`config.mk`:
```
export PLATFORM = sky130hd
export DESIGN_NAME = ooo_core
export DESIGN_NICKNAME = d
export VERILOG_FILES = /design/src/source/ooo_pkg.sv /design/src/source/reorder_buffer.sv /design/src/source/issue_router.sv /design/src/source/alu_station.sv /design/src/source/cdb_arbiter.sv /design/src/source/ooo_core.sv
export SDC_FILE = /design/constraint.sdc
export NUM_CORES = 2
export LEC_CHECK = 0
export BUFFER_PORTS_ARGS = -buffer_cell sky130_fd_sc_hd__buf_2
export CAP_MARGIN = 15
export CORE_MARGIN = 1
export CORE_UTILIZATION = 28
export DETAILED_ROUTE_END_ITERATION = 8
export GPL_ROUTABILITY_DRIVEN = 0
export HOLD_SLACK_MARGIN = 0.15
export MAX_ROUTING_LAYER = met4
export PLACE_DENSITY = 0.45
export SLEW_MARGIN = 5
export SYNTH_ARGS = -nofsm -noshare
export SYNTH_HDL_FRONTEND = slang
export SYNTH_SLANG_ARGS = --single-unit
```
`constraint.sdc`:
```
create_clock -name clk -period 16.9 [get_ports clk]
set_clock_uncertainty 0.05 [all_clocks]
set_input_delay 5.07 -clock clk [delete_from_list [all_inputs] [get_ports clk]]
set_output_delay 5.07 -clock clk [all_outputs]
set_load 0.005 [all_outputs]
```
`src/source/ooo_pkg.sv`:
```
`default_nettype none

package ooo_pkg;

    // ------------------------------------------------------------------
    // Widths that carry a meaning
    // ------------------------------------------------------------------
    typedef logic [31:0] word_t;
    typedef logic [2:0]  rob_tag_t;   // Tag 0 means the value is present.
    typedef logic [4:0]  reg_idx_t;
    typedef logic [4:0]  op_t;

    localparam op_t OP_ADD   = 5'b00000;
    localparam op_t OP_AND   = 5'b00001;
    localparam op_t OP_OR    = 5'b00010;
    localparam op_t OP_SLL   = 5'b00011;
    localparam op_t OP_SRL   = 5'b00100;
    localparam op_t OP_SLT   = 5'b00101;
    localparam op_t OP_SLTU  = 5'b00110;
    localparam op_t OP_SRA   = 5'b00111;
    localparam op_t OP_SUB   = 5'b01000;
    localparam op_t OP_XOR   = 5'b01001;
    localparam op_t OP_BEQ   = 5'b01010;
    localparam op_t OP_BGE   = 5'b01011;
    localparam op_t OP_BNE   = 5'b01100;
    localparam op_t OP_BGEU  = 5'b01101;
    localparam op_t OP_LUI   = 5'b01110;
    localparam op_t OP_AUIPC = 5'b01111;
    localparam op_t OP_JAL   = 5'b10000;
    localparam op_t OP_BLT   = 5'b11010;
    localparam op_t OP_BLTU  = 5'b11011;
    localparam op_t OP_NONE  = 5'b11111; // Empty dispatch slot.

    // ------------------------------------------------------------------
    // Bundles between the blocks
    // ------------------------------------------------------------------
    typedef struct packed {
        op_t      op;
        reg_idx_t rd;
        word_t    imm;
        logic     has_imm;
        word_t    pc;
        word_t    value1;
        rob_tag_t tag1;
        word_t    value2;
        rob_tag_t tag2;
    } dispatch_t;

    typedef struct packed {
        logic     valid;
        op_t      op;
        word_t    value1;
        rob_tag_t tag1;
        word_t    value2;
        rob_tag_t tag2;
        rob_tag_t dest;
    } issue_t;

    // For a branch the value is the taken flag.
    typedef struct packed {
        logic     valid;
        rob_tag_t tag;
        word_t    value;
    } cdb_t;

    typedef struct packed {
        logic     valid;
        rob_tag_t tag;
        reg_idx_t rd;
        word_t    value;
    } commit_t;

    typedef struct packed {
        logic  valid;
        word_t target;
    } redirect_t;

    typedef enum logic [1:0] {RS_IDLE, RS_WAIT, RS_DONE} station_state_t;

    function automatic logic is_branch_op(op_t op);
        return (op == OP_BEQ) || (op == OP_BNE) || (op == OP_BLT) ||
               (op == OP_BGE) || (op == OP_BLTU) || (op == OP_BGEU);
    endfunction

endpackage

`default_nettype wire

```
`src/source/reorder_buffer.sv`:
```
`timescale 1ns/100ps
`default_nettype none

module reorder_buffer
    import ooo_pkg::*;
(
    input  wire            clk,
    input  wire            rst,
    input  wire dispatch_t dispatch,
    output logic           dispatch_ready,
    input  wire            station_free,
    output issue_t         issue,
    input  wire cdb_t      cdb,
    output commit_t        commit,
    output redirect_t      redirect,
    output logic           flush
);

    // Entries 1 to 7; tag 0 is reserved for "value present".
    logic     entry_busy  [1:7];
    logic     entry_done  [1:7];
    op_t      entry_op    [1:7];
    reg_idx_t entry_rd    [1:7];
    word_t    entry_pc    [1:7];
    word_t    entry_imm   [1:7];
    word_t    entry_value [1:7];

    rob_tag_t   head;
    rob_tag_t   tail;
    logic [2:0] count;
    logic       in_service; // Low until the first edge out of reset.

    logic  needs_station;
    logic  accept;
    logic  retire;
    word_t alloc_value;

    function automatic rob_tag_t next_tag(rob_tag_t t);
        return (t == 3'd7) ? 3'd1 : t + 3'd1;
    endfunction

    // An operand is known if given directly, held by a finished entry, or on the bus now.
    function automatic logic operand_known(rob_tag_t t);
        if (t == 3'd0) begin
            return 1'b1;
        end
        if (entry_busy[t] && entry_done[t]) begin
            return 1'b1;
        end
        return cdb.valid && (cdb.tag == t);
    endfunction

    function automatic word_t operand_value(word_t v, rob_tag_t t);
        if (t == 3'd0) begin
            return v;
        end
        if (entry_busy[t] && entry_done[t]) begin
            return entry_value[t];
        end
        if (cdb.valid && (cdb.tag == t)) begin
            return cdb.value;
        end
        return '0;
    endfunction

    // ------------------------------------------------------------------
    // Dispatch side
    // ------------------------------------------------------------------
    always_comb begin
        needs_station = !((dispatch.op == OP_LUI) || (dispatch.op == OP_AUIPC) ||
                          (dispatch.op == OP_JAL));
        dispatch_ready = in_service && (count != 3'd7) && (!needs_station || station_free);
        accept = (dispatch.op != OP_NONE) && dispatch_ready;

        case (dispatch.op)
            OP_LUI:   alloc_value = dispatch.imm;
            OP_AUIPC: alloc_value = dispatch.pc + dispatch.imm;
            OP_JAL:   alloc_value = dispatch.pc + 32'd4;
            default:  alloc_value = '0;
        endcase
    end

    always_comb begin
        issue.valid  = accept && needs_station && !flush; // Wrong-path slot is dropped.
        issue.op     = dispatch.op;
        issue.dest   = tail;
        issue.value1 = operand_value(dispatch.value1, dispatch.tag1);
        issue.tag1   = operand_known(dispatch.tag1) ? 3'd0 : dispatch.tag1;

        // Branches compare two registers; the immediate is their offset.
        if (dispatch.has_imm && !is_branch_op(dispatch.op)) begin
            issue.value2 = dispatch.imm;
            issue.tag2   = 3'd0;
        end else begin
            issue.value2 = operand_value(dispatch.value2, dispatch.tag2);
            issue.tag2   = operand_known(dispatch.tag2) ? 3'd0 : dispatch.tag2;
        end
    end

    // ------------------------------------------------------------------
    // Commit side
    // ------------------------------------------------------------------
    always_comb begin
        retire = entry_busy[head] && entry_done[head];
        flush  = retire && ((entry_op[head] == OP_JAL) ||
                            (is_branch_op(entry_op[head]) && entry_value[head][0]));
    end

    always_ff @(posedge clk) begin
        if (!rst) begin
            in_service <= 1'b0;
            head       <= 3'd1;
            tail       <= 3'd1;
            count      <= 3'd0;
            commit     <= '0;
            redirect   <= '0;
            for (int i = 1; i <= 7; i++) begin
                entry_busy[i] <= 1'b0;
                entry_done[i] <= 1'b0;
            end
        end else begin
            in_service <= 1'b1;
            commit     <= '0;
            redirect   <= '0;

            if (cdb.valid) begin
                entry_done[cdb.tag]  <= 1'b1;
                entry_value[cdb.tag] <= cdb.value;
            end

            if (retire) begin
                entry_busy[head] <= 1'b0;
                commit.valid     <= 1'b1;
                commit.tag       <= head;
                commit.rd        <= entry_rd[head];
                commit.value     <= entry_value[head];
                head             <= next_tag(head);
            end

            if (flush) begin
                // Everything behind the committing entry is on the wrong path.
                redirect.valid  <= 1'b1;
                redirect.target <= entry_pc[head] + entry_imm[head];
                for (int i = 1; i <= 7; i++) begin
                    entry_busy[i] <= 1'b0;
                    entry_done[i] <= 1'b0;
                end
                tail  <= next_tag(head);
                count <= 3'd0;
            end else begin
                if (accept) begin
                    entry_busy[tail]  <= 1'b1;
                    entry_done[tail]  <= !needs_station;
                    entry_op[tail]    <= dispatch.op;
                    entry_rd[tail]    <= dispatch.rd;
                    entry_pc[tail]    <= dispatch.pc;
                    entry_imm[tail]   <= dispatch.imm;
                    entry_value[tail] <= alloc_value;
                    tail              <= next_tag(tail);
                end
                count <= count + {2'b00, accept} - {2'b00, retire};
            end
        end
    end

endmodule

`default_nettype wire

```
`src/source/issue_router.sv`:
```
`timescale 1ns/100ps
`default_nettype none

module issue_router
    import ooo_pkg::*;
#(
    parameter int NUM_STATIONS = 3
) (
    input  wire issue_t            issue,
    input  wire [NUM_STATIONS-1:0] busy,
    output issue_t                 station_issue [NUM_STATIONS],
    output logic                   station_free
);

    logic [NUM_STATIONS-1:0] pick;

    // Lowest idle station wins.
    always_comb begin
        pick = '0;
        for (int i = 0; i < NUM_STATIONS; i++) begin
            if (!busy[i] && (pick == '0)) begin
                pick[i] = 1'b1;
            end
        end
    end

    always_comb begin
        for (int i = 0; i < NUM_STATIONS; i++) begin
            station_issue[i]       = issue;
            station_issue[i].valid = issue.valid && pick[i];
        end
        station_free = |pick;
    end

endmodule

`default_nettype wire

```
`src/source/alu_station.sv`:
```
`timescale 1ns/100ps
`default_nettype none

module alu_station
    import ooo_pkg::*;
(
    input  wire         clk,
    input  wire         rst,
    input  wire         flush,
    input  wire issue_t issue,
    input  wire cdb_t   cdb,
    input  wire         grant,
    output logic        busy,
    output cdb_t        request
);

    station_state_t state;
    op_t            op;
    word_t          value1;
    word_t          value2;
    rob_tag_t       tag1;
    rob_tag_t       tag2;
    rob_tag_t       dest;
    word_t          result;

    function automatic word_t execute(op_t code, word_t a, word_t b);
        case (code)
            OP_ADD:  return a + b;
            OP_SUB:  return a - b;
            OP_AND:  return a & b;
            OP_OR:   return a | b;
            OP_XOR:  return a ^ b;
            OP_SLL:  return a << b[4:0];
            OP_SRL:  return a >> b[4:0];
            OP_SRA:  return word_t'($signed(a) >>> b[4:0]);
            OP_SLT:  return {31'd0, $signed(a) < $signed(b)};
            OP_SLTU: return {31'd0, a < b};
            // Branches give the taken flag.
            OP_BEQ:  return {31'd0, a == b};
            OP_BNE:  return {31'd0, a != b};
            OP_BLT:  return {31'd0, $signed(a) < $signed(b)};
            OP_BGE:  return {31'd0, $signed(a) >= $signed(b)};
            OP_BLTU: return {31'd0, a < b};
            OP_BGEU: return {31'd0, a >= b};
            default: return '0;
        endcase
    endfunction

    always_ff @(posedge clk) begin
        if (!rst || flush) begin
            state <= RS_IDLE;
        end else begin
            case (state)
                RS_IDLE: if (issue.valid) state <= RS_WAIT;
                RS_WAIT: if ((tag1 == 3'd0) && (tag2 == 3'd0)) state <= RS_DONE;
                RS_DONE: if (grant) state <= RS_IDLE; // Freed on the grant edge.
                default: state <= RS_IDLE;
            endcase
        end
    end

    always_ff @(posedge clk) begin
        if ((state == RS_IDLE) && issue.valid) begin
            op     <= issue.op;
            value1 <= issue.value1;
            tag1   <= issue.tag1;
            value2 <= issue.value2;
            tag2   <= issue.tag2;
            dest   <= issue.dest;
        end else if (state == RS_WAIT) begin
            // Snoop the bus for whatever is still missing.
            if (cdb.valid && (tag1 != 3'd0) && (cdb.tag == tag1)) begin
                value1 <= cdb.value;
                tag1   <= 3'd0;
            end
            if (cdb.valid && (tag2 != 3'd0) && (cdb.tag == tag2)) begin
                value2 <= cdb.value;
                tag2   <= 3'd0;
            end
            if ((tag1 == 3'd0) && (tag2 == 3'd0)) begin
                result <= execute(op, value1, value2);
            end
        end
    end

    always_comb begin
        busy          = (state != RS_IDLE);
        request.valid = (state == RS_DONE);
        request.tag   = dest;
        request.value = result;
    end

endmodule

`default_nettype wire

```
`src/source/cdb_arbiter.sv`:
```
`timescale 1ns/100ps
`default_nettype none

module cdb_arbiter
    import ooo_pkg::*;
#(
    parameter int NUM_STATIONS = 3
) (
    input  wire                    clk,
    input  wire                    rst,
    input  wire cdb_t              request [NUM_STATIONS],
    output logic [NUM_STATIONS-1:0] grant,
    output cdb_t                   cdb
);

    localparam int IDX_W = (NUM_STATIONS > 1) ? $clog2(NUM_STATIONS) : 1;

    logic [IDX_W-1:0] last;   // Previous winner.
    logic [IDX_W-1:0] winner;
    logic             found;

    // Search starts just after the last winner and wraps around.
    always_comb begin
        int idx;
        grant  = '0;
        cdb    = '0;
        winner = last;
        found  = 1'b0;
        for (int k = 1; k <= NUM_STATIONS; k++) begin
            idx = (int'(last) + k) % NUM_STATIONS;
            if (!found && request[idx].valid) begin
                found  = 1'b1;
                winner = IDX_W'(idx);
            end
        end
        if (found) begin
            grant[winner] = 1'b1;
            cdb           = request[winner];
        end
    end

    always_ff @(posedge clk) begin
        if (!rst) begin
            last <= IDX_W'(NUM_STATIONS - 1); // Station 0 goes first.
        end else if (found) begin
            last <= winner;
        end
    end

endmodule

`default_nettype wire

```
`src/source/ooo_core.sv`:
```
`timescale 1ns/100ps
`default_nettype none

module ooo_core
    import ooo_pkg::*;
#(
    parameter int NUM_STATIONS = 3
) (
    input  wire            clk,
    input  wire            rst,
    input  wire dispatch_t dispatch,
    output logic           dispatch_ready,
    output commit_t        commit,
    output redirect_t      redirect
);

    issue_t                  issue;
    issue_t                  station_issue [NUM_STATIONS];
    cdb_t                    request [NUM_STATIONS];
    cdb_t                    cdb;
    logic [NUM_STATIONS-1:0] busy;
    logic [NUM_STATIONS-1:0] grant;
    logic                    station_free;
    logic                    flush;

    reorder_buffer rob (
        .clk(clk), .rst(rst),
        .dispatch(dispatch), .dispatch_ready(dispatch_ready),
        .station_free(station_free), .issue(issue), .cdb(cdb),
        .commit(commit), .redirect(redirect), .flush(flush)
    );

    issue_router #(.NUM_STATIONS(NUM_STATIONS)) router (
        .issue(issue), .busy(busy),
        .station_issue(station_issue), .station_free(station_free)
    );

    // ------------------------------------------------------------------
    // Reservation stations
    // ------------------------------------------------------------------
    for (genvar i = 0; i < NUM_STATIONS; i++) begin : g_station
        alu_station station (
            .clk(clk), .rst(rst), .flush(flush),
            .issue(station_issue[i]), .cdb(cdb), .grant(grant[i]),
            .busy(busy[i]), .request(request[i])
        );
    end

    cdb_arbiter #(.NUM_STATIONS(NUM_STATIONS)) arbiter (
        .clk(clk), .rst(rst),
        .request(request), .grant(grant), .cdb(cdb)
    );

endmodule

`default_nettype wire

```
==> run metrics <==
synthesized area divided by synthesized cell count 9.72 µm²; insertion delay to the later sink of the worst-skew pair 0.84 ns; kind of cell adding the most delay to the critical path buffers and inverters; sum of buffers and inverters on the critical path 4; Synth Register Bits 1183; Max-Cap Viols 0; Horiz. Die Dim 541 µm; required time of the critical path ~12 ns; dpl hpwl 254000 µm; ordered cell list for the critical path buf_2 -> buf_4 -> nor2_1 -> nand3_1 -> buf_4 -> nand2_1 -> o311a_1 -> buf_2; WP data arrival slightly above 7 ns; initial standard-cell utilization of the core between 20% and 30%; antenna viol nets, final 0; GRT overflow 0; Layout area overhead 12.1%; library cell used as clock root buffer clkbuf_16; row count 197; overall via count from detail_route 70100; clock-pin slew on the worst setup and hold paths 0.05 ns; sum of negative setup slack 0 ns; netlist area before placement 81300 µm²; per-cell via count in the routed design roughly 5.8; number of buffers added on ports 221; Hold Crit Class reg2reg; post-synthesis async set-or-reset flop share 0%; highest cell delay on the worst timing path around 0.48 ns; number of top-level pins between 200 and 250; Die Area slightly below 300000 µm²; Power, Total 8.42 mW; hold violation count in the final report 0; post-synthesis sequential area ratio 42.3%; number of synthesized flops with an enable pin 1072; Synthesis Warnings 0; share of final-layout standard cells stronger than drive strength 1 12.2%; largest net degree at the start of global routing between 100 and 150; Detailed Route Iter0 Violations approximately 8300; result of the run finished, final reports clean; number of gates resized after CTS 0; setup repair after global routing missed its margin false; total routing usage reported by global routing 23.7%; CTS tree done; static power due to leakage 33.1 nW; Netlist cell types 94; clock sink count 1183; Max Slew Vio Count 0; maximum VDD drop 0.0904 mV; Primary FF master, synth edfxtp_1; global-route wire length before repair 492000 µm; synthesized instance count 8362; number of nets in the layout 8747; number of global-route vias before repair 66200; Routed WL 347000 µm; achievable frequency 82.2 MHz; number of iterations in the first detailed-routing pass 6; Pwr per Cell Area roughly 92 nW/µm²; Max H-tree Level 4; wire length per cell 28.6 µm; antenna violations before repair 37; slew at the pin closest to its max-slew limit 1.39 ns; Critical Setup Path Class in2out; Worst Setup Start Kind input port; final setup violating endpoints 0; number of buffers inserted by post-CTS setup repair 0; CP max-delay cell buf_4; nets in the synthesized netlist 8884; Core Footprint approximately 290000 µm²; Crit Path Max Fanout 48; Chip Height roughly 540 µm; R2R Setup Slk roughly 10 ns; final period utilization between 70% and 80%; time the worst path needs with I/O delays and setup 12.17 ns; Hold-fix buffers, CTS 0; deepest clock path buffer count 3; post-route DRC violation count 0; Worst Setup End Kind output pin; TritonCTS Buffers 141; Slew headroom 6.36%
-- area by class of cell --
class	instances	area, µm²
inverters	338	1290
repair buffers	375	2310
diodes	43	108
clock inverters	79	1130
multi-input cells	6186	43300
flip-flops and latches	1183	34400
fillers	29700	197000
well taps	3781	4730
clock buffers	183	3820
-- path summary, 6_finish.rpt --
check	start	depth (start not counted)	end
hold / removal	rob.entry_busy[0]	2	rob.entry_busy[0]
hold reg to reg	rob.entry_busy[0]	2	rob.entry_busy[0]
setup reg to reg	flip-flop	18	rob.redirect[31]
setup / recovery	dispatch[140]	8	dispatch_ready
-- state kept, by name, indices dropped and copies added (netlist names), 15 cells and up, named ones only --
register,cells
rob.entry_imm,224
rob.entry_pc,224
rob.entry_value,224
g_station.station.result,96
g_station.station.value1,96
g_station.station.value2,96
rob.commit,41
rob.entry_op,35
rob.entry_rd,35
rob.redirect,33
g_station.station.op,15
-- cells by family (layout without fill, tap and decap cells) --
family                   Yosys count  count (layout)  synth area share (%)
multiplexers                     682             682                  12.4
other                              0              43                     0
buffers and inverters            993             975                  4.69
flip-flops                      1183            1183                  42.3
AND/OR/NAND/NOR                 2312            2312                  12.4
adder cells (fa/ha/maj)          376             376                  5.87
AO/OA/AOI/OAI                   2682            2682                  20.8
XOR/XNOR                         134             134                  1.44
-- cell usage after synthesis (70+ instances only) --
library cell / n / area (µm²)
dfxtp_1: 111 / 2220
nor2_1: 917 / 3440
o22ai_1: 152 / 951
mux4_2: 259 / 5830
a31oi_1: 93 / 582
edfxtp_1: 1072 / 32200
o31ai_1: 114 / 856
a21o_1: 74 / 556
nor3_1: 152 / 761
a211oi_1: 180 / 1350
o21ai_0: 798 / 3990
ha_1: 366 / 4580
clkbuf_1: 523 / 1960
nand3_1: 104 / 521
inv_1: 329 / 1230
o211ai_1: 70 / 526
xnor2_1: 80 / 701
a21oi_1: 684 / 3420
mux2i_1: 398 / 3980
nand2_1: 746 / 2800
nand2b_1: 79 / 494
buf_1: 115 / 432
-- per-stage QoR --
stage,hold WS (ns),setup WS [ns],utilization (%),cell area [µm²],cells
floorplan,0.372,5.87,-,81300,8362
global route,0.419,4.60,31.6,91100,12200
global placement,0.386,4.66,29.8,86000,11900
CTS,0.402,4.68,31.6,91000,12100
detailed placement,0.394,4.69,29.8,86100,11900
finish,0.404,4.73,31.6,91100,12200
-- report_power, final --
group / internal, mW / switching, mW
Combinational: 0.618 / 1.18
Clock: 1.89 / 1.35
Sequential: 3.27 / 0.112
Total: 5.78 / 2.65
-- worst min-delay path: stages (launching register included) --
cell and delay, ns:
dfxtp_1 0.32, nand2_1 0.05, nand2_1 0.04
-- layout by cell type (no fill, tap or decap), types with 153 or more instances in the layout --
cell type,count
a21oi_1,681
inv_1,324
mux4_2,259
a211oi_1,179
nor2_1,917
ha_1,366
mux2i_1,398
buf_4,153
buf_2,218
o21ai_0,790
nand2_1,742
edfxtp_1,1072
-- layer usage --
layer / GRT usage (%) / up-vias / share of wire [%]
li1: - / 31200 / -
met1: 30.9 / 34900 / 42
met2: 36.6 / 3319 / 45
met3: 3.58 / 592 / 7.5
met4: 10.0 / 0 / 4.8
met5: - / - / 0
Power figures use the tool's default switching activity.
